**config.mk**
```make
export PLATFORM = sky130hd
export DESIGN_NAME = mem_map_decode
export DESIGN_NICKNAME = d
export VERILOG_FILES = /design/src/common/mem_map_pkg.sv /design/src/mem_map/mem_map_decode.sv
export SDC_FILE = /design/constraint.sdc
export NUM_CORES = 1
export LEC_CHECK = 0
export BUFFER_PORTS_ARGS = -buffer_cell sky130_fd_sc_hd__buf_4
export CORE_ASPECT_RATIO = 1.75
export CORE_MARGIN = 4
export CORE_UTILIZATION = 44
export DETAILED_ROUTE_END_ITERATION = 10
export PLACE_DENSITY = 0.85
export SLEW_MARGIN = 10
export SYNTH_ARGS = -nofsm -noshare
export SYNTH_HDL_FRONTEND = slang
export SYNTH_SLANG_ARGS = --single-unit
```
**constraint.sdc**
```tcl
create_clock -name clk_32m -period 1.54 [get_ports clk_32m]
set_input_delay 0.154 -clock clk_32m [delete_from_list [all_inputs] [get_ports clk_32m]]
set_output_delay 0.154 -clock clk_32m [all_outputs]
set_load 0.02 [all_outputs]
```
**src/common/mem_map_pkg.sv**
```systemverilog
`default_nettype none

package mem_map_pkg;

   localparam int unsigned SDRAM_ADDR_W  = 25;
   localparam int unsigned ROM_OFFSET_W  = 14;               // 16 KB per slot
   localparam int unsigned ROM_DEPTH     = 2 ** ROM_OFFSET_W;
   localparam int unsigned NUM_ROM_SLOTS = 3;

   // on-chip slot order
   localparam logic [1:0] SLOT_OS    = 2'd0;
   localparam logic [1:0] SLOT_BASIC = 2'd1;
   localparam logic [1:0] SLOT_SMMC  = 2'd2;

   // romsel banks, high and low mapping
   localparam logic [3:0] BASIC_BANK_HIGH = 4'hE;
   localparam logic [3:0] BASIC_BANK_LOW  = 4'h0;
   localparam logic [3:0] SMMC_BANK_HIGH  = 4'hC;
   localparam logic [3:0] SMMC_BANK_LOW   = 4'h2;
   localparam logic [3:0] RAM_BANK        = 4'hA;   // rom image kept in sdram

   localparam logic [1:0] REGION_SIDEWAYS     = 2'b10;   // 8000-bfff
   localparam logic [1:0] REGION_OS           = 2'b11;   // c000-ffff
   localparam logic [1:0] SIDEWAYS_RAM_PREFIX = 2'b01;   // banks 4 to 7
   localparam logic [6:0] SIDEWAYS_SDRAM_BASE = 7'b0000001;

   localparam int unsigned LOADER_ROM_FLAG_BIT = 24;
   localparam logic [7:0]  UNMAPPED_BYTE       = 8'hFF;

   // the same 16 bit address seen as ram offset or as region plus rom offset
   typedef union packed {
      struct packed {
         logic        top;
         logic [14:0] offset;
      } ram;
      struct packed {
         logic [1:0]  region;
         logic [13:0] offset;
      } rom;
   } cpu_addr_u;

   typedef struct packed {
      logic [SDRAM_ADDR_W-1:0] addr;
      logic                    we;
      logic [7:0]              wdata;
   } sdram_req_t;

   typedef struct packed {
      logic       ram;        // main ram byte
      logic       sdram;      // sideways bank byte
      logic       rom;        // on-chip slot
      logic       unmapped;
      logic [1:0] slot;
   } read_route_t;

   localparam read_route_t ROUTE_UNMAPPED = '{
      ram: 1'b0, sdram: 1'b0, rom: 1'b0, unmapped: 1'b1, slot: 2'd0
   };

   typedef struct packed {
      cpu_addr_u  addr;
      logic [3:0] romsel;
      logic       we;
      logic [7:0] wdata;
   } cpu_access_t;

   typedef struct packed {
      logic                    active;
      logic                    we;
      logic [SDRAM_ADDR_W-1:0] addr;   // bit 24 flags an on-chip rom write
      logic [7:0]              data;
   } loader_write_t;

endpackage

`default_nettype wire

```
**src/mem_map/mem_map_decode.sv**
```systemverilog
`default_nettype none

module mem_map_decode (
   input  logic                                 clk_32m,
   input  logic                                 reset,
   input  mem_map_pkg::cpu_access_t             cpu,
   input  logic                                 mem_sync,
   input  mem_map_pkg::loader_write_t           loader,
   input  logic                                 rom_map_low,
   output mem_map_pkg::sdram_req_t              sdram_req,
   output mem_map_pkg::read_route_t             route,
   output logic [mem_map_pkg::ROM_OFFSET_W-1:0] rd_offset,
   output logic [mem_map_pkg::ROM_OFFSET_W-1:0] wr_offset,
   output logic [7:0]                           wr_data,
   output logic [mem_map_pkg::NUM_ROM_SLOTS-1:0] slot_we
);
   import mem_map_pkg::*;

   logic [3:0]               basic_bank;
   logic [3:0]               smmc_bank;
   logic                     cpu_ram;
   logic                     sideways_ram;
   read_route_t              route_d;
   sdram_req_t               cpu_req;
   sdram_req_t               loader_req;
   logic                     loader_rom;
   logic [1:0]               loader_slot;
   logic [NUM_ROM_SLOTS-1:0] slot_we_d;
   logic                     req_we;
   logic [SDRAM_ADDR_W-1:0]  req_addr;
   logic [7:0]               req_wdata;

   assign basic_bank   = rom_map_low ? BASIC_BANK_LOW : BASIC_BANK_HIGH;
   assign smmc_bank    = rom_map_low ? SMMC_BANK_LOW : SMMC_BANK_HIGH;
   assign cpu_ram      = ~cpu.addr.ram.top;
   assign sideways_ram = (cpu.addr.rom.region == REGION_SIDEWAYS) &&
                         (cpu.romsel[3:2] == SIDEWAYS_RAM_PREFIX);

   // read route, bank checks in priority order
   always_comb begin
      route_d = ROUTE_UNMAPPED;
      if (cpu_ram) begin
         route_d = '{ram: 1'b1, sdram: 1'b0, rom: 1'b0, unmapped: 1'b0, slot: 2'd0};
      end else if (cpu.addr.rom.region == REGION_OS) begin
         route_d = '{ram: 1'b0, sdram: 1'b0, rom: 1'b1, unmapped: 1'b0, slot: SLOT_OS};
      end else if (cpu.romsel == basic_bank) begin
         route_d = '{ram: 1'b0, sdram: 1'b0, rom: 1'b1, unmapped: 1'b0, slot: SLOT_BASIC};
      end else if (cpu.romsel == smmc_bank) begin
         route_d = '{ram: 1'b0, sdram: 1'b0, rom: 1'b1, unmapped: 1'b0, slot: SLOT_SMMC};
      end else if ((cpu.romsel == RAM_BANK) || sideways_ram) begin
         route_d = '{ram: 1'b0, sdram: 1'b1, rom: 1'b0, unmapped: 1'b0, slot: 2'd0};
      end
   end

   assign cpu_req.addr  = cpu_ram ? {{(SDRAM_ADDR_W - 16){1'b0}}, cpu.addr}
                                  : {SIDEWAYS_SDRAM_BASE, cpu.romsel, cpu.addr.rom.offset};
   assign cpu_req.we    = cpu.we && (cpu_ram || sideways_ram);
   assign cpu_req.wdata = cpu.wdata;

   // rom flagged loader writes stay off the sdram
   assign loader_rom       = loader.addr[LOADER_ROM_FLAG_BIT];
   assign loader_slot      = loader.addr[ROM_OFFSET_W+1:ROM_OFFSET_W];
   assign loader_req.addr  = loader.addr;
   assign loader_req.we    = loader.we && !loader_rom;
   assign loader_req.wdata = loader.data;

   always_comb begin
      slot_we_d = '0;
      if (loader.active && loader.we && loader_rom && (loader_slot < NUM_ROM_SLOTS))
         slot_we_d[loader_slot] = 1'b1;   // slot 3 dropped
   end

   always_ff @(posedge clk_32m) begin
      if (reset) begin
         req_we  <= 1'b0;
         route   <= ROUTE_UNMAPPED;
         slot_we <= '0;
      end else begin
         slot_we <= slot_we_d;
         if (loader.active)
            req_we <= loader_req.we;   // loader owns sdram every edge
         else if (mem_sync)
            req_we <= cpu_req.we;
         if (mem_sync)
            route <= route_d;
      end
   end

   always_ff @(posedge clk_32m) begin
      wr_offset <= loader.addr[ROM_OFFSET_W-1:0];
      wr_data   <= loader.data;
      if (mem_sync)
         rd_offset <= cpu.addr.rom.offset;
      if (loader.active) begin
         req_addr  <= loader_req.addr;
         req_wdata <= loader_req.wdata;
      end else if (mem_sync) begin
         req_addr  <= cpu_req.addr;
         req_wdata <= cpu_req.wdata;
      end
   end

   assign sdram_req = '{addr: req_addr, we: req_we, wdata: req_wdata};

   // at most one slot written, and only from a loader cycle
   a_slot_we_onehot: assert property (@(posedge clk_32m) disable iff (reset)
      $onehot0(slot_we) && ((slot_we == '0) || $past(loader.active)));

endmodule

`default_nettype wire

```
=== Word-level counts from Yosys, hierarchy flattened ===
Cells that the tools add are included.

* Input port bits: 68
* Logic and storage cells: 51
* Output and inout port bits: 79
* Flip-flop bits (word level): 79

* Magnitude comparators: 3
* Equal/unequal tests: 6
* Reductions and logical operators: 12
* Muxes and demuxes: 16
* Bitwise gates (word level): 2

{| class="wikitable"
|+ Operators by type and width
! kind !! count
|-
| 25-bit two-way mux || 2
|-
| 5-bit two-way mux || 4
|-
| 19-bit two-way mux || 1
|-
| 8-bit two-way mux || 2
|-
| 4-bit == test || 2
|-
| 4-bit two-way mux || 2
|-
| 1-bit logical AND || 7
|-
| 6-bit two-way mux || 1
|-
| 2-bit == test, second input constant || 2
|-
| 4-bit == test, second input constant || 1
|-
| 2-bit by 3-bit < comparator with 1-bit output, second input constant || 1
|-
| 1-bit two-way mux || 3
|-
| 1-bit demux with 2-bit select || 1
|-
| 2-bit by 1-bit == test with 1-bit output, second input constant || 1
|-
| 2-bit by 1-bit >= comparator with 1-bit output, second input constant || 1
|-
| 1-bit logical OR || 2
|-
| 2-bit < comparator, second input constant || 1
|-
| 1-bit inverter || 2
|-
| 2-bit nonzero test || 1
|-
| 2-bit OR reduction || 1
|-
| 1-bit zero test || 1
|}

=== Depth between registers and ports, before layout ===
* Depth in word-level cells: 8
* Mapped depth: 4
* Depth with buffers taken out: 3

=== Worst setup path after synthesis ===
Ideal clock, no wire load.

* Path type: input to register
* Start point: in loader[34] in the netlist's numbering
* End point: reg req_addr[0] (enable)
* Cell stages on the path: 2
* Required time: 1165 ps
* Library setup time: 375 ps
* Buffers on the path: 1
* Arrival time: 925 ps
* Setup slack: 240 ps
* Path through: clkbuf_1 -> or2_2

* Longest elaborated chain between the ends: 1

{| class="wikitable"
|+ RTL lines
! element !! RTL line !! text
|-
| start, declared || mem_map_decode.sv:8 || <nowiki>input mem_map_pkg::loader_write_t loader,</nowiki>
|-
| 2-bit nonzero test (no line) || -- ||
|-
| end signal, assigned || mem_map_decode.sv:95 || <nowiki>req_addr <= loader_req.addr;</nowiki>
|-
| end signal, assigned || mem_map_decode.sv:98 || <nowiki>req_addr <= cpu_req.addr;</nowiki>
|-
| end, declared || mem_map_decode.sv:30 || <nowiki>logic [SDRAM_ADDR_W-1:0] req_addr;</nowiki>
|}

No other way between the ends.
A chain may end at the register's enable or synchronous reset.

=== Worst setup path in the final report ===
* Start point: reg rd_offset[10] in the netlist's numbering
* End point: out rd_offset[10] in the netlist's numbering

{| class="wikitable"
|+ RTL lines
! element !! RTL line !! text
|-
| start, declared || mem_map_decode.sv:12 || <nowiki>output logic [mem_map_pkg::ROM_OFFSET_W-1:0] rd_offset,</nowiki>
|-
| start signal, assigned || mem_map_decode.sv:93 || <nowiki>rd_offset <= cpu.addr.rom.offset;</nowiki>
|}

No word-level cell between the ends.

==> metrics.md <==
| Metric | Value |
|---|---|
| Critical path required time | `1.39 ns` |
| Die Area | `7510 sq um` |
| Min-Delay Path Class | `in -> reg` |
| Total GRT Usage | `21.5%` |
| Synth warn | `0` |
| Setup bufs post-CTS | `0` |
| Worst slew pin tran | `just under 0.5 ns` |
| Main synth FF type | `edfxtp_1` |
| Initial DRC Count | `around 120` |
| Hold EP | `route[5]` |
| Register area | `2050 sq um` |
| CTS Buf Count | `9` |
| Final GP Congestion | `slightly above 0.8` |
| Placed instance area | `between 3000 and 4000 sq um` |
| Worst Skew | `0 ns` |
| R2R cell count | `1` |
| PortBufs | `between 100 and 150` |
| Worst R2R Setup Slack | `0.77 ns` |
| WS Path Type | `reg -> out` |
| CTS max path bufs | `2` |
| Setup tns final | `0 ns` |
| Clock-pin slew on the worst setup and hold paths | `about 0.07 ns` |
| Ratio of cells with drive above 1 in the final layout | `a little over half` |
| Cell family with most CP delay | `flip-flops` |
| Maximum clock rate | `a little over 0.9 GHz` |
| CP Depth | `1` |
| First-pass GRT wire length | `11.3 mm` |
| Reg-to-reg critical path startpoint | `route[2]` |
| R2R Path End | `route[2]` |
| Vias in the first global route | `around 2,200` |
| Cell taking the most area after synthesis | `edfxtp_1` |
| Number of hold-repair buffers added at the cts stage | `39` |
| Die width | `a little under 70 microns` |
| FF+latch count, synth | `slightly below 80` |
| Pwr Density | `1060 nW/um^2` |
| Final setup fails | `0` |
| Area growth, synth to finish | `65.5%` |
| MaxCap Viol Count | `0` |
| Post-DRT Antenna Nets | `0` |
| Router iterations before antenna repair | `4` |
| Htree depth | `3` |
| Fin. max-slew vios | `0` |
| Vias per cell | `4.74` |
| Min-Delay Path Depth | `2` |
| Initial antenna violation count | `0` |
| Synth top area share | `a little over half` |
| Nets | `roughly 430` |
| Worst path max stage delay | `around 0.42 ns` |
| CTS tree | `built` |
| Detailed-route wire length | `7.58 mm` |
| Largest net degree at the start of global routing | `42` |
| Leakage | `~0.0019 uW` |
| CP max-delay cell | `edfxtp_1` |
| Max VDD drop | `0.000759 V` |
| Syn nets | `~230` |
| CP cell instances | `buf_4` |
| Most common cell after layout, fill and taps aside | `buf_4` |
| Critical-path maximum fanout | `1` |
| Worst-Skew Late Latency | `0.35 ns` |
| Min-delay src | `cpu[28]` |
| Commonest cells after routing, fill and taps aside | `buf_4, edfxtp_1, dlygate4sd3_1` |
| Total grt overflow | `0` |
| Vert. Die Dim | `approximately 110 microns` |
| Area of the multi-input gates | `around 600 sq um` |
| Design area | `4470 sq um` |
| Status | `complete, no violations` |
| Post-route DRC violation count | `0` |
| Post-DP HPWL | `around 5.4 mm` |
| Worst Path Arrival | `~0.95 ns` |
| Post-CTS Resized | `0` |
| Max-slew headroom | `between 60% and 70%` |
| Fill cell count | `just under 400` |
| Fin. Hold Viols | `0` |
| N_diodes | `0` |
| Post-synth EDFFs | `47` |
| Startpoint types | `flop` |
| Mapped Area | `2700 sq um` |
| Worst Setup End Kind | `output port` |
| Sequential fraction of the synthesis area | `~76%` |
| Core ar. | `slightly below 6000 sq um` |
| Worst Path Buf+Inv | `1` |
| Async S/R FF share, synth | `0%` |
| Initial Util | `between 40% and 50%` |
| Fin crit share | `between 70 and 80%` |
| # IOs | `between 100 and 150` |
| Clk root buf | `clkbuf_8` |
| Syn Area/Cell | `between 15 and 20 sq um` |
| Clock sinks | `79` |
| Cell row count | `37` |
| Via count of the routed design | `~2,100` |
| Syn Inst Count | `between 150 and 200` |
| Tmin final | `around 1.1 ns` |
| Wire length per cell | `between 15 and 20 microns` |
| Distinct cell type count after synthesis | `33` |
| Top post-synthesis cells by area | `edfxtp_1, dfxtp_1, mux2_2, nand2_1, and2_1` |
| RSZ-0062 raised after global routing | `no` |
worst max-delay path by stage:
stage	from	end	slack [ns]
after global routing	rd_offset[10]	rd_offset[10]	0.41
after global placement	loader[34]	req_addr[21]	0.22
after floorplan	loader[34]	req_addr[0]	0.24
final	rd_offset[10]	rd_offset[10]	0.44
after CTS	rd_offset[7]	rd_offset[7]	0.43
after detailed placement	loader[34]	req_addr[21]	0.20
state kept, by name, indices dropped and copies added (netlist names):
register / flops
req_addr: 25
rd_offset: 14
wr_offset: 14
req_wdata: 8
wr_data: 8
route: 6
slot_we: 3
req_we: 1
layout make-up:
type / count / share of cell area (%)
multi-input combinational: 77 / 13.5
inverter: 3 / 0.252
clock inverter: 4 / 0.420
sequential: 79 / 45.9
timing repair buffer: 188 / 34.0
clock buffer: 12 / 3.69
tap: 78 / 2.18
Yosys cell counts, types with 2 or more instances:
library cell and instances:
a21oi_1 4, and2_1 6, buf_2 3, clkbuf_1 3
dfxtp_1 32, edfxtp_1 47, inv_1 3, mux2_2 22
nand2_1 11, nand3_1 2, nor2_1 2, nor3_1 2
nor3b_1 3, o211ai_1 3, o21ai_0 5
power by group:
| part | total (uW) | switching (uW) | internal (uW) |
|---|---|---|---|
| sequential | 2470 | 51.1 | 2420 |
| clock | 1400 | 694 | 703 |
| combinational | 880 | 435 | 444 |
| total | 4740 | 1180 | 3560 |
logic make-up after synthesis:
logic type	count (synthesis)	synth area share, %
buffers and inverters	10	1.67
DFF	79	75.9
AOI/OAI and AO/OA	18	4.31
xor gates and xnor gates	2	0.648
muxes	23	9.54
and+or+nand+nor	34	7.92
per-layer routing:
layer / vias up / part of all wire, % / GRT usage (%)
met5: - / 0 / 0
met4: 0 / 5.4 / 15.4
met3: 26 / 5.4 / 4.54
met2: 88 / 58 / 39.6
met1: 983 / 32 / 19.1
li1: 995 / - / -
stage by stage:
step	hold slack, ns	cells	util (%)	total power (uW)	setup WS, ns
after floorplan	0.182	166	-	2850	0.240
after CTS	0.0482	441	75.5	4770	0.431
after global placement	0.267	386	65.8	3290	0.225
after global routing	0.0624	441	75.5	4930	0.414
after detailed placement	0.267	386	65.8	3310	0.195
final	0.0670	441	75.5	4740	0.437
(Power assumes the default switching activity.)
