File: config.mk
export PLATFORM = sky130hd
export DESIGN_NAME = read_data_select
export DESIGN_NICKNAME = d
export VERILOG_FILES = /design/src/common/mem_map_pkg.sv /design/src/mem_map/read_data_select.sv
export SDC_FILE = /design/constraint.sdc
export NUM_CORES = 1
export LEC_CHECK = 0
export ABC_AREA = 1
export BUFFER_PORTS_ARGS = -buffer_cell sky130_fd_sc_hd__buf_4
export CAP_MARGIN = 20
export CORE_MARGIN = 3
export CORE_UTILIZATION = 41
export DETAILED_ROUTE_END_ITERATION = 12
export GPL_ROUTABILITY_DRIVEN = 0
export PLACE_DENSITY = 0.82
export SLEW_MARGIN = 15
export SYNTH_ARGS = -nofsm -noshare
export SYNTH_HDL_FRONTEND = slang
export SYNTH_SLANG_ARGS = --single-unit
File: constraint.sdc
create_clock -name clk_32m -period 1.1 [get_ports clk_32m]
set_input_delay 0.11 -clock clk_32m [delete_from_list [all_inputs] [get_ports clk_32m]]
set_output_delay 0.11 -clock clk_32m [all_outputs]
set_load 0.05 [all_outputs]
File: src/common/mem_map_pkg.sv
`default_nettype none

package mem_map_pkg;

   localparam int unsigned SDRAM_ADDR_W  = 25;
   localparam int unsigned ROM_OFFSET_W  = 14;               // 16 KB per slot
   localparam int unsigned ROM_DEPTH     = 2 ** ROM_OFFSET_W;
   localparam int unsigned NUM_ROM_SLOTS = 3;

   // on-chip slot order
   localparam logic [1:0] SLOT_OS    = 2'd0;
   localparam logic [1:0] SLOT_BASIC = 2'd1;
   localparam logic [1:0] SLOT_SMMC  = 2'd2;

   // romsel banks, high and low mapping
   localparam logic [3:0] BASIC_BANK_HIGH = 4'hE;
   localparam logic [3:0] BASIC_BANK_LOW  = 4'h0;
   localparam logic [3:0] SMMC_BANK_HIGH  = 4'hC;
   localparam logic [3:0] SMMC_BANK_LOW   = 4'h2;
   localparam logic [3:0] RAM_BANK        = 4'hA;   // rom image kept in sdram

   localparam logic [1:0] REGION_SIDEWAYS     = 2'b10;   // 8000-bfff
   localparam logic [1:0] REGION_OS           = 2'b11;   // c000-ffff
   localparam logic [1:0] SIDEWAYS_RAM_PREFIX = 2'b01;   // banks 4 to 7
   localparam logic [6:0] SIDEWAYS_SDRAM_BASE = 7'b0000001;

   localparam int unsigned LOADER_ROM_FLAG_BIT = 24;
   localparam logic [7:0]  UNMAPPED_BYTE       = 8'hFF;

   // the same 16 bit address seen as ram offset or as region plus rom offset
   typedef union packed {
      struct packed {
         logic        top;
         logic [14:0] offset;
      } ram;
      struct packed {
         logic [1:0]  region;
         logic [13:0] offset;
      } rom;
   } cpu_addr_u;

   typedef struct packed {
      logic [SDRAM_ADDR_W-1:0] addr;
      logic                    we;
      logic [7:0]              wdata;
   } sdram_req_t;

   typedef struct packed {
      logic       ram;        // main ram byte
      logic       sdram;      // sideways bank byte
      logic       rom;        // on-chip slot
      logic       unmapped;
      logic [1:0] slot;
   } read_route_t;

   localparam read_route_t ROUTE_UNMAPPED = '{
      ram: 1'b0, sdram: 1'b0, rom: 1'b0, unmapped: 1'b1, slot: 2'd0
   };

   typedef struct packed {
      cpu_addr_u  addr;
      logic [3:0] romsel;
      logic       we;
      logic [7:0] wdata;
   } cpu_access_t;

   typedef struct packed {
      logic                    active;
      logic                    we;
      logic [SDRAM_ADDR_W-1:0] addr;   // bit 24 flags an on-chip rom write
      logic [7:0]              data;
   } loader_write_t;

endpackage

`default_nettype wire

File: src/mem_map/read_data_select.sv
`default_nettype none

module read_data_select (
   input  logic                                        clk_32m,
   input  logic                                        reset,
   input  mem_map_pkg::read_route_t                    route,
   input  logic [mem_map_pkg::NUM_ROM_SLOTS-1:0][7:0]  slot_data,
   input  logic [7:0]                                  ram_do,
   output logic [7:0]                                  mem_di
);
   import mem_map_pkg::*;

   read_route_t route_q;    // lines up with slot read data
   logic [7:0]  sel_byte;

   always_ff @(posedge clk_32m) begin
      if (reset)
         route_q <= ROUTE_UNMAPPED;
      else
         route_q <= route;
   end

   always_comb begin
      if (route_q.ram || route_q.sdram)
         sel_byte = ram_do;    // both come back from the sdram
      else if (route_q.rom && (route_q.slot < NUM_ROM_SLOTS))
         sel_byte = slot_data[route_q.slot];
      else
         sel_byte = UNMAPPED_BYTE;
   end

   always_ff @(posedge clk_32m) begin
      if (reset)
         mem_di <= UNMAPPED_BYTE;
      else
         mem_di <= sel_byte;
   end

   // decoder always names exactly one source, and rom routes a real slot
   a_route_onehot: assert property (@(posedge clk_32m) disable iff (reset)
      $onehot({route.ram, route.sdram, route.rom, route.unmapped}) &&
      (!route.rom || (route.slot < NUM_ROM_SLOTS)));

endmodule

`default_nettype wire

* Word level (Yosys, flattened, before mapping) *
Index checks and enable logic that the tools add are counted.

word-level totals
  register bits = 13
  output and inout bits = 8
  word-level logic and storage cells = 13

cells by class
  $lt $le $gt $ge = 2
  mux-type cells = 4
  reduce and logical (&&, ||, !) cells = 2

operators by type and width
  cell                                                        number
  2-to-1 mux 8 bit                                            3
  binary-select mux 8 bit (select 2 bit)                      1
  less-than comparator 2 x 3 -> 1 bit, second input constant  1
  less-than comparator 2 bit, second input constant           1
  logical AND 1 bit                                           1
  logical OR 1 bit                                            1

* Logic depth before layout (Yosys ltp) *
Gate-level depths: netlist of the first run.

  word-level depth = 4
  depth in mapped cells = 8

* Worst setup path before layout of the first run *
No wires, ideal clock.

  kind = flip-flop to flip-flop
  start point = register route_q[0] in the netlist's numbering
  end point = register mem_di[0]
  setup time = 115 ps
  arrival = 837 ps
  data required time = 985 ps
  setup slack = 148 ps
  cell stages (with the launch flop) = 8
  buffers on the path = 1
  clock period less this slack = 952 ps
  path through = dfxtp_1 buf_6 inv_6 or2_0 nand2_1 nand2_1 nand2_1 nand2_1

on the way
  cells in the longest elaborated chain, start to end = 4
  elaborated cells on any way between the ends = 6
  those cells by class = order compare (1); mux (4); reduce/logical (1)

ends and longest elaborated chain
  element                                                                               line                                            text
  from (decl)                                                                           read_data_select.sv:13                          read_route_t route_q;
  from (signal assigned)                                                                read_data_select.sv:20                          route_q <= route;
  binary-select mux 8 bit (select 2 bit) or less-than comparator 2 bit (tied branches)  read_data_select.sv:27, read_data_select.sv:26
  2-to-1 mux 8 bit (implied by the code) or logical AND 1 bit (tied branches)           read_data_select.sv:27, read_data_select.sv:26
  2-to-1 mux 8 bit (*)                                                                  read_data_select.sv:26                          else if (route_q.rom && (route_q.slot < NUM_ROM_SLOTS))
  2-to-1 mux 8 bit (*)                                                                  read_data_select.sv:24                          if (route_q.ram || route_q.sdram)
  to (signal assigned)                                                                  read_data_select.sv:36                          mem_di <= sel_byte;
  to (decl)                                                                             read_data_select.sv:9                           output logic [7:0] mem_di

Mark *: on every way between the ends. The rest lies on a longest branch, timed or not. The select of a mux whose other input is x is not followed.
A chain may end at the register's enable or synchronous reset.

* Final worst setup path of the first run *
  start point = register route_q[0] in the netlist's numbering
  end point = register mem_di[1]

The elaborated chain is that of the path after synthesis.

==> flow_summary.yaml, run 1 <==
worst_setup_path:
  critPathCaptureType: "flip-flop"
  crit_chain: "buf_4, nor2_1, nor2_1, nand2_1, nand2_1, nand2_1, nand2_1"
  crit_top_cell: "nand2_1"
  r2r_cells: 7
  crit_fanout: 8
  critPathTopFamily: "simple AND/OR/NAND/NOR gates"
  path_buf_inv: 1
  path_depth: 7
  cp_slowest_cell: "dfxtp_2"
  cp-start-kind: "flip-flop"
  max_stage_delay_ns: 0.35
  worstPathRequired_ns: 1.26
  cp.arrival_ns: 1.16
  critPathKind: "flip-flop to flip-flop"
yosys:
  netlist_area_um2: 758
  yosysTopAreaCellShare_pct: 34.3
  netlist_top_cells_area: "dfxtp_1 34%, nor2_1 18%, nand2_1 16%"
  synth_seq_cells: 13
  synth_nets: 161
  syn_avg_cell_area_um2: 6.27
  synth_area_leader_cell: "dfxtp_1"
  synth_cell_type_count: 13
  syn_inst: 121
  synth-seq-area-share_pct: 34.3
  yosysWarnings: 0
layout:
  utilization_pct: 69.4
  nNetsFinal: 210
  fin_cells: 193
  antenna_cells: 0
  syn_to_final_growth_pct: 49.2
  layout_commonest_cell: "buf_4"
  final_cell_mix: "48 x buf_4, 37 x nor2_1, 33 x nand2_1, 13 x inv_1, 12 x dfxtp_1"
  drive_gt1_share_pct: 33.7
  fin_area_mm2: 0.00113
die:
  start_util_pct: 46.5
  fp.dieH_um: 49.0
  core_area_mm2: 0.00163
  num_rows: 14
  die_w_um: 49.0
  die_area_mm2: 0.00240
  ios: 48
place:
  hpwl_mm: 1.47
  placed_area_mm2: 0.00110
  portBuffers: 46
  dp.cells: 189
sta:
  fmax_ghz: 1.00
  hold_violations: 0
  rsz0062_at_grt: "false"
  fin_crit_sh_pct: 90.7
  max-slew-margin-rel_pct: 88.4
  fin_crit_ns: 0.998
  tns_ns: 0
  fin_skew_ns: 0.00301
  finalSetupViolCount: 0
  slew_viol_final: 0
  worst_pin_slew_ns: 0.174
detailed_routing:
  drt_iter0_markers: 7
  avgRoutedWirePerCell_um: 8.95
  drtAntennaViolNets: 0
  vias_per_cell: 4.36
  num_vias: 841
  drc: 0
  drt_wl_total_mm: 1.73
  drtPass1Iterations: 4
run:
  maxCapViolations: 0
cts:
  clkTransAtPathRegs_ns: 0.07
  insertion_delay_ns: 0.27
  cts_buffers: 3
  htreeDepth: 1
  clock_path_buffers: 2
  root_buffer: "clkbuf_4"
  holdBufCountCts: 0
  cts_tree: "yes"
  cts.sinks: 13
pwr:
  p_leak_nw: 0.625
  power.total_w: 0.00118
  powerDensity_mw_per_mm2: 1040
  peakVddDrop_v: 0.000752
grt:
  grt_remaining_overflow: 0
  track_usage_pct: 15.6
  grt_pass1_wl_mm: 3.11
  grt_max_degree: 14
  antenna_found_initial: 0
  grt_pass1_vias: 800
min_path:
  min_delay_path_depth: 3
  hp-class: "input pin to flip-flop"
run_status:
  status: "finished, final reports clean"
## cells in the mapped netlist (all sizes together)
master / count
clkbuf: 1
a21oi: 8
inv: 15
nor2: 37
dfxtp: 13
buf: 3
or2: 9
nand2: 35
## logic make-up (layout without fill, tap and decap cells)
| kind of cell | Yosys count | count (layout) | share of synthesized area, % |
|---|---|---|---|
| AOI/OAI and AO/OA | 8 | 8 | 5.28 |
| DFF | 13 | 13 | 34.3 |
| and+or+nand+nor | 81 | 81 | 44.4 |
| buffers and inverters | 19 | 67 | 16.0 |
## path summary, 6_finish.rpt
| path | end | slack, ns | start |
|---|---|---|---|
| min | route_q[3] | 0.04 | route[3] |
| max reg2reg | mem_di[1] | 0.10 | route_q[0] |
| max | mem_di[1] | 0.10 | route_q[0] |
| min reg2reg | mem_di[7] | 0.65 | route_q[3] |
## flip-flops by register name, summed over array words and instances (netlist names)
| register | cells |
|---|---|
| mem_di | 8 |
| route_q | 5 |
## through the flow
step	setup slack (ns)	hold WS, ns
2_1_floorplan	0.148	0.205
3_3_place_gp	0.0543	0.310
3_5_place_dp	0.0239	0.319
4_1_cts	0.0137	0.0343
5_1_grt	0.00367	0.0371
6_report	0.102	0.0404
## layout make-up
cell class,count,area [um^2]
fillers,141,498
well taps,24,30.0
flip-flops and latches,13,262
repair buffers,48,360
clock buffers,4,26.3
inverters,15,73.8
multi-input cells,89,379
## power breakdown
group          internal, W  leakage [nW]  switching (W)
Combinational     0.000176         0.501       0.000203
Sequential        0.000503         0.108      0.0000127
Clock             0.000140        0.0150       0.000140
## worst min-delay path, delay by kind of cell
kind / cells / cell delay, ns
buf+inv: 2 / 0.11
simple gates: 1 / 0.06
## repair_timing
item / CTS / global route
setup buffers: 0 / 0
gates resized for setup: 0 / 3
endpoints found under the setup margin: 0 / 8
## per-layer routing
layer	vias to the layer above	part of all wire [%]	GRT usage (%)	wire length (um)
met5	-	0	0	0
met4	0	0.69	2.84	12
met3	2	7.1	4.89	123
met2	33	52	28.1	897
met1	357	40	18.2	693
li1	449	-	-	-
Note: power is estimated with default switching activity, not from simulation.
==> inputs of run 2 (changes only) <==
--- a/config.mk
+++ b/config.mk
@@ -9,10 +9,11 @@
 export BUFFER_PORTS_ARGS = -buffer_cell sky130_fd_sc_hd__buf_4
 export CAP_MARGIN = 20
 export CORE_MARGIN = 3
-export CORE_UTILIZATION = 41
+export CORE_UTILIZATION = 43
+export CTS_BUF_LIST = sky130_fd_sc_hd__clkbuf_4
 export DETAILED_ROUTE_END_ITERATION = 12
 export GPL_ROUTABILITY_DRIVEN = 0
-export PLACE_DENSITY = 0.82
+export PLACE_DENSITY = 0.85
 export SLEW_MARGIN = 15
 export SYNTH_ARGS = -nofsm -noshare
 export SYNTH_HDL_FRONTEND = slang
==> run 2 against run 1 <==
Effect of this change:
- final cell count down 4.1%
- die area decreased by 4.1%
- core utilization up 1.9 points
- via count grew 0.12%
- worst hold slack lost 0.0033 ns
==> flow_summary.yaml, run 2 (synthesis results as in run 1) <==
grt:
  grt_remaining_overflow: 0
  grt_max_degree: 14
  antenna_found_initial: 0
  grt_pass1_wl_mm: 2.88
  track_usage_pct: 18.0
  grt_pass1_vias: 796
worst_setup_path:
  cp-start-kind: "flip-flop"
  cp.arrival_ns: 1.15
  timing.rr.start: "route_q[0]"
  worstPathRequired_ns: 1.27
  crit_fanout: 8
  regToRegSetupSlack_ns: 0.12
  endpoint: "mem_di[5]"
  r2r_cells: 7
  critPathCaptureType: "flip-flop"
  crit-reg2reg-capture: "mem_di[5]"
  crit_path_start: "route_q[0]"
  critPathKind: "flip-flop to flip-flop"
cts:
  cts_tree: "yes"
  post_cts_buffers: 0
  clkTransAtPathRegs_ns: 0.08
  cts_buffers: 3
  clock_path_buffers: 2
  root_buffer: "clkbuf_4"
  ctsResizeCount: 0
  cts.sinks: 13
  insertion_delay_ns: 0.27
  holdBufCountCts: 0
  htreeDepth: 1
sta:
  fin_crit_sh_pct: 89.1
  finalSetupViolCount: 0
  rsz0062_at_grt: "false"
  worst_pin_slew_ns: 0.176
  max-slew-margin-rel_pct: 88.3
  whs_ns: 0.0371
  tns_ns: 0
  fmax_ghz: 1.02
  fin_skew_ns: 0.00373
  slew_viol_final: 0
  fin_crit_ns: 0.980
  hold_violations: 0
detailed_routing:
  drtAntennaViolNets: 0
  drc: 0
  num_vias: 842
  vias_per_cell: 4.55
  drt_wl_total_mm: 1.85
  avgRoutedWirePerCell_um: 10.0
  drtPass1Iterations: 6
  drt_iter0_markers: 9
pwr:
  p_leak_nw: 0.628
  peakVddDrop_v: 0.000764
  powerDensity_mw_per_mm2: 1070
layout:
  antenna_cells: 0
  largest_register_ffs: 8
  largestRegisters: "mem_di x8, route_q x5"
  nNetsFinal: 210
  multiInputGateArea_um2: 379
  largest-register: "mem_di"
  syn_to_final_growth_pct: 48.4
  drive_gt1_share_pct: 34.3
  layout_commonest_cell: "buf_4"
  final_cell_mix: "48 x buf_4, 37 x nor2_1, 33 x nand2_1, 13 x inv_1, 12 x dfxtp_1"
  n_fill_cell: 140
  regArea_um2: 262
run_status:
  status: "finished, final reports clean"
min_path:
  hp-class: "input pin to flip-flop"
  min_from: "route[0]"
die:
  num_rows: 14
  core_area_mm2: 0.00158
  ios: 48
  die_area_mm2: 0.00230
  die_w_um: 48.0
  start_util_pct: 48.1
  fp.dieH_um: 48.0
run:
  maxCapViolations: 0
place:
  portBuffers: 46
  hpwl_mm: 1.56
run 2: cell types whose count changed in the layout (fill, tap and decap cells not counted):
cell	change
clkbuf_1	-1
clkbuf_4	+1
run 2: worst min-delay path by stage:
stage | endpoint | depth (start not counted)
2_1_floorplan | mem_di[3] | 2
3_3_place_gp | route_q[5] | 3
3_5_place_dp | route_q[0] | 3
4_1_cts | route_q[0] | 3
5_1_grt | route_q[0] | 3
6_report | route_q[0] | 3
run 2: final cells by class:
class,count,share of cell area (%)
tap,16,1.78
clock buffer,4,2.67
multi-input combinational,89,33.7
inverter,15,6.56
timing repair buffer,48,32.0
sequential,13,23.2
run 2: per-layer routing:
layer,vias up,GRT usage (%),wire length (um)
met5,-,0,0
met4,0,6.45,34
met3,6,7.14,165
met2,35,33.8,927
met1,351,17.6,727
li1,450,-,-
run 2: stage by stage:
stage          area [um^2]  util, %  power (W)  setup WS (ns)  cells
6_report              1120     71.3    0.00121          0.120    185
5_1_grt               1120     71.3    0.00128         0.0114    185
4_1_cts               1120     71.1    0.00121         0.0181    185
3_5_place_dp          1090     69.2   0.000908         0.0237    181
3_3_place_gp          1090     69.2   0.000898         0.0537    181
2_1_floorplan          758        -   0.000757          0.148    121
run 2: worst max-delay path, cell delays in order, from the launching register on:
cell and delay, ns:
dfxtp_2 0.35, buf_4 0.16, nor2_1 0.10, nor2_1 0.04, nand2_1 0.06, nand2_1 0.05, nand2_1 0.06, nand2_1 0.05
run 2: power by group:
part           total, W  switching [W]  internal [W]
clock          0.000309       0.000144      0.000165
combinational  0.000381       0.000205      0.000176
sequential     0.000516      0.0000126      0.000503
==> inputs of run 3 (changes only) <==
--- a/config.mk
+++ b/config.mk
@@ -5,15 +5,14 @@
 export SDC_FILE = /design/constraint.sdc
 export NUM_CORES = 1
 export LEC_CHECK = 0
-export ABC_AREA = 1
 export BUFFER_PORTS_ARGS = -buffer_cell sky130_fd_sc_hd__buf_4
 export CAP_MARGIN = 20
 export CORE_MARGIN = 3
-export CORE_UTILIZATION = 43
+export CORE_UTILIZATION = 40
 export CTS_BUF_LIST = sky130_fd_sc_hd__clkbuf_4
 export DETAILED_ROUTE_END_ITERATION = 12
 export GPL_ROUTABILITY_DRIVEN = 0
-export PLACE_DENSITY = 0.85
+export PLACE_DENSITY = 0.84
 export SLEW_MARGIN = 15
 export SYNTH_ARGS = -nofsm -noshare
 export SYNTH_HDL_FRONTEND = slang
==> run 3 against run 2 <==
Effect of this change:
- the run now ends with negative setup slack left
- worst setup slack worse by 0.14 ns
- die area fell by 9.3%
- sequential power is essentially flat
- wire length up 12%
- final cell count shrank 33%
- core utilization up 6.7 points
- critical endpoint is now mem_di[2]
- largest power group unchanged
==> flow_summary.yaml, run 3 <==
run_status:
  status: "finished with violations"
  violations: "negative setup slack"
pwr:
  p_clk_share_pct: 28.1
  internal_power_w: 0.000862
  combPwrFrac_pct: 29.8
  seqPwrFrac_pct: 42.1
  peakVddDrop_v: 0.000866
  p_switching_w: 0.000355
  powerDensity_mw_per_mm2: 1130
  switching_share_pct: 29.2
  power.total_w: 0.00122
  p_leak_nw: 0.500
worst_setup_path:
  max_stage_delay_ns: 0.37
  cp.arrival_ns: 1.31
  cp-start-kind: "flip-flop"
  crit_fanout: 4
  path_buf_inv: 1
  worstPathRequired_ns: 1.28
  critPathKind: "flip-flop to flip-flop"
  path_depth: 4
  r2r_cells: 4
  crit_chain: "buf_6, mux2_4, o22ai_2, a21oi_1"
  critPathTopFamily: "flip-flops"
  critPathCaptureType: "flip-flop"
  cp_slowest_cell: "dfxtp_2"
die:
  fp.dieH_um: 45.7
  core_area_mm2: 0.00138
  start_util_pct: 45.6
  die_w_um: 45.7
  die_area_mm2: 0.00209
  num_rows: 13
  ios: 48
cts:
  htreeDepth: 1
  cts_buffers: 3
  cts.sinks: 13
  cts_tree: "yes"
  clock_path_buffers: 2
  holdBufCountCts: 0
  root_buffer: "clkbuf_4"
  clkTransAtPathRegs_ns: 0.09
  insertion_delay_ns: 0.29
  post_cts_buffers: 0
sta:
  fin_skew_ns: 0.00422
  rsz0062_at_grt: "true"
  hold_violations: 0
  timing.final.ws_setup_ns: -0.0246
  worst_pin_slew_ns: 0.367
  slew_viol_final: 0
  fin_crit_sh_pct: 102
  fin_crit_ns: 1.12
  max-slew-margin-rel_pct: 75.5
  finalSetupViolCount: 1
  whs_ns: 0.0278
  fmax_ghz: 0.889
grt:
  grt_pass1_vias: 726
  grt_max_degree: 15
  grtUsageMet1_pct: 20.6
  grtUsageMet2_pct: 39.8
  track_usage_pct: 21.4
  grt_remaining_overflow: 0
  top_usage_layer: "met2"
  antenna_found_initial: 0
  grt_pass1_wl_mm: 3.04
  grt_use_met3_pct: 3.95
layout:
  final_cell_mix: "50 x buf_4, 12 x dfxtp_1, 8 x mux2_4, 8 x nor3_1"
  nNetsFinal: 150
  n_fill_cell: 104
  antenna_cells: 0
  largestRegisters: "mem_di x8, route_q x5"
  utilization_pct: 78.0
  largest-register: "mem_di"
  layout_commonest_cell: "buf_4"
  fin_cells: 124
  syn_to_final_growth_pct: 71.0
  drive_gt1_share_pct: 69.7
  largest_register_ffs: 8
  regArea_um2: 262
  multiInputGateArea_um2: 370
  fin_area_mm2: 0.00108
place:
  hpwl_mm: 1.53
  placed_area_um2: 998
  portBuffers: 46
  dp.cells: 120
yosys:
  synth_common_cells: "13 x dfxtp_1, 8 x a21oi_1, 8 x mux2_4, 8 x nor3_1, 7 x o22ai_1"
  syn_inst: 57
  netlist_area_um2: 631
  synth_seq_cells: 13
  synth_edf_count: 0
  yosysWarnings: 0
  ys.flop_type: "dfxtp_1"
  synth_cell_type_count: 13
  post-synth-top-count-cell: "dfxtp_1"
  syn_avg_cell_area_um2: 11.1
  yosysTopAreaCellShare_pct: 41.3
  synth_nets: 97
  netlist_top_cells_area: "dfxtp_1 41%, mux2_4 19%, o22ai_1 6.9%"
  synth-seq-area-share_pct: 41.3
  synth_area_leader_cell: "dfxtp_1"
  synthArstFlopShare_pct: 0
detailed_routing:
  drt_iter0_markers: 12
  vias_per_cell: 5.44
  drtAntennaViolNets: 0
  drtPass1Iterations: 4
  drc: 0
  avgRoutedWirePerCell_um: 16.8
  num_vias: 675
  drt_wl_total_mm: 2.08
run:
  maxCapViolations: 0
min_path:
  min_delay_path_depth: 2
  hp-class: "input pin to flip-flop"
-- run 3: changes by cell type after synthesis, sizes merged, moves of 9 or more --
cell   delta
or2       -9
inv      -15
nor2     -36
nand2    -35
-- run 3: power groups by stage --
stage | Clock (W) | Sequential, W | Combinational, W
after floorplan | 0 | 0.000582 | 0.000122
after global placement | 0 | 0.000521 | 0.000330
after detailed placement | 0 | 0.000522 | 0.000339
after CTS | 0.000328 | 0.000513 | 0.000359
after global routing | 0.000356 | 0.000515 | 0.000384
final | 0.000343 | 0.000513 | 0.000362
-- run 3: cells by family (layout without fill, tap and decap cells) --
logic type / count (synthesis) / in the layout / synth area share (%)
compound gates: 16 / 16 / 15.3
simple gates: 16 / 16 / 17.9
flops: 13 / 13 / 41.3
mux: 8 / 8 / 19.0
buf+inv: 4 / 56 / 6.55
-- run 3: repair_timing --
item | 4_1_cts | 5_1_grt
pin swaps | 0 | 6
setup endpoints to repair | 8 | 8
resized for setup | 9 | 2
-- run 3: final timing paths --
kind,endpoint,slack [ns],start
worst min register to register,mem_di[2],0.73,route_q[5]
worst max-delay path,mem_di[2],-0.02,route_q[1]
worst min-delay path,route_q[1],0.03,route[1]
worst max register to register,mem_di[2],-0.02,route_q[1]
-- run 3: cell type report --
class	instances	share of cell area, %
Clock buffer	4	2.78
Sequential cell	13	24.2
Tap cell	15	1.74
Timing Repair Buffer	52	36.9
Multi-Input combinational cell	40	34.3
-- run 3: worst register-to-register path: cells and delay by family (launching register included) --
kind	cells	cell delay, ns
buffers and inverters	1	0.13
multiplexers	1	0.31
AO/OA/AOI/OAI	2	0.22
flip-flops	1	0.37
-- run 3: through the flow --
stage | worst slack (ns) | TNS [ns]
2_1_floorplan | 0.0302 | 0
3_3_place_gp | -0.00416 | -0.00416
3_5_place_dp | -0.0427 | -0.157
4_1_cts | -0.0183 | -0.0335
5_1_grt | -0.0571 | -0.230
6_report | -0.0246 | -0.0246
-- run 3: routing by layer --
metal  up-vias  routed length (um)
li1        313                   -
met1       311                 735
met2        40                1120
met3        11                 145
met4         0                  83
met5         -                   0
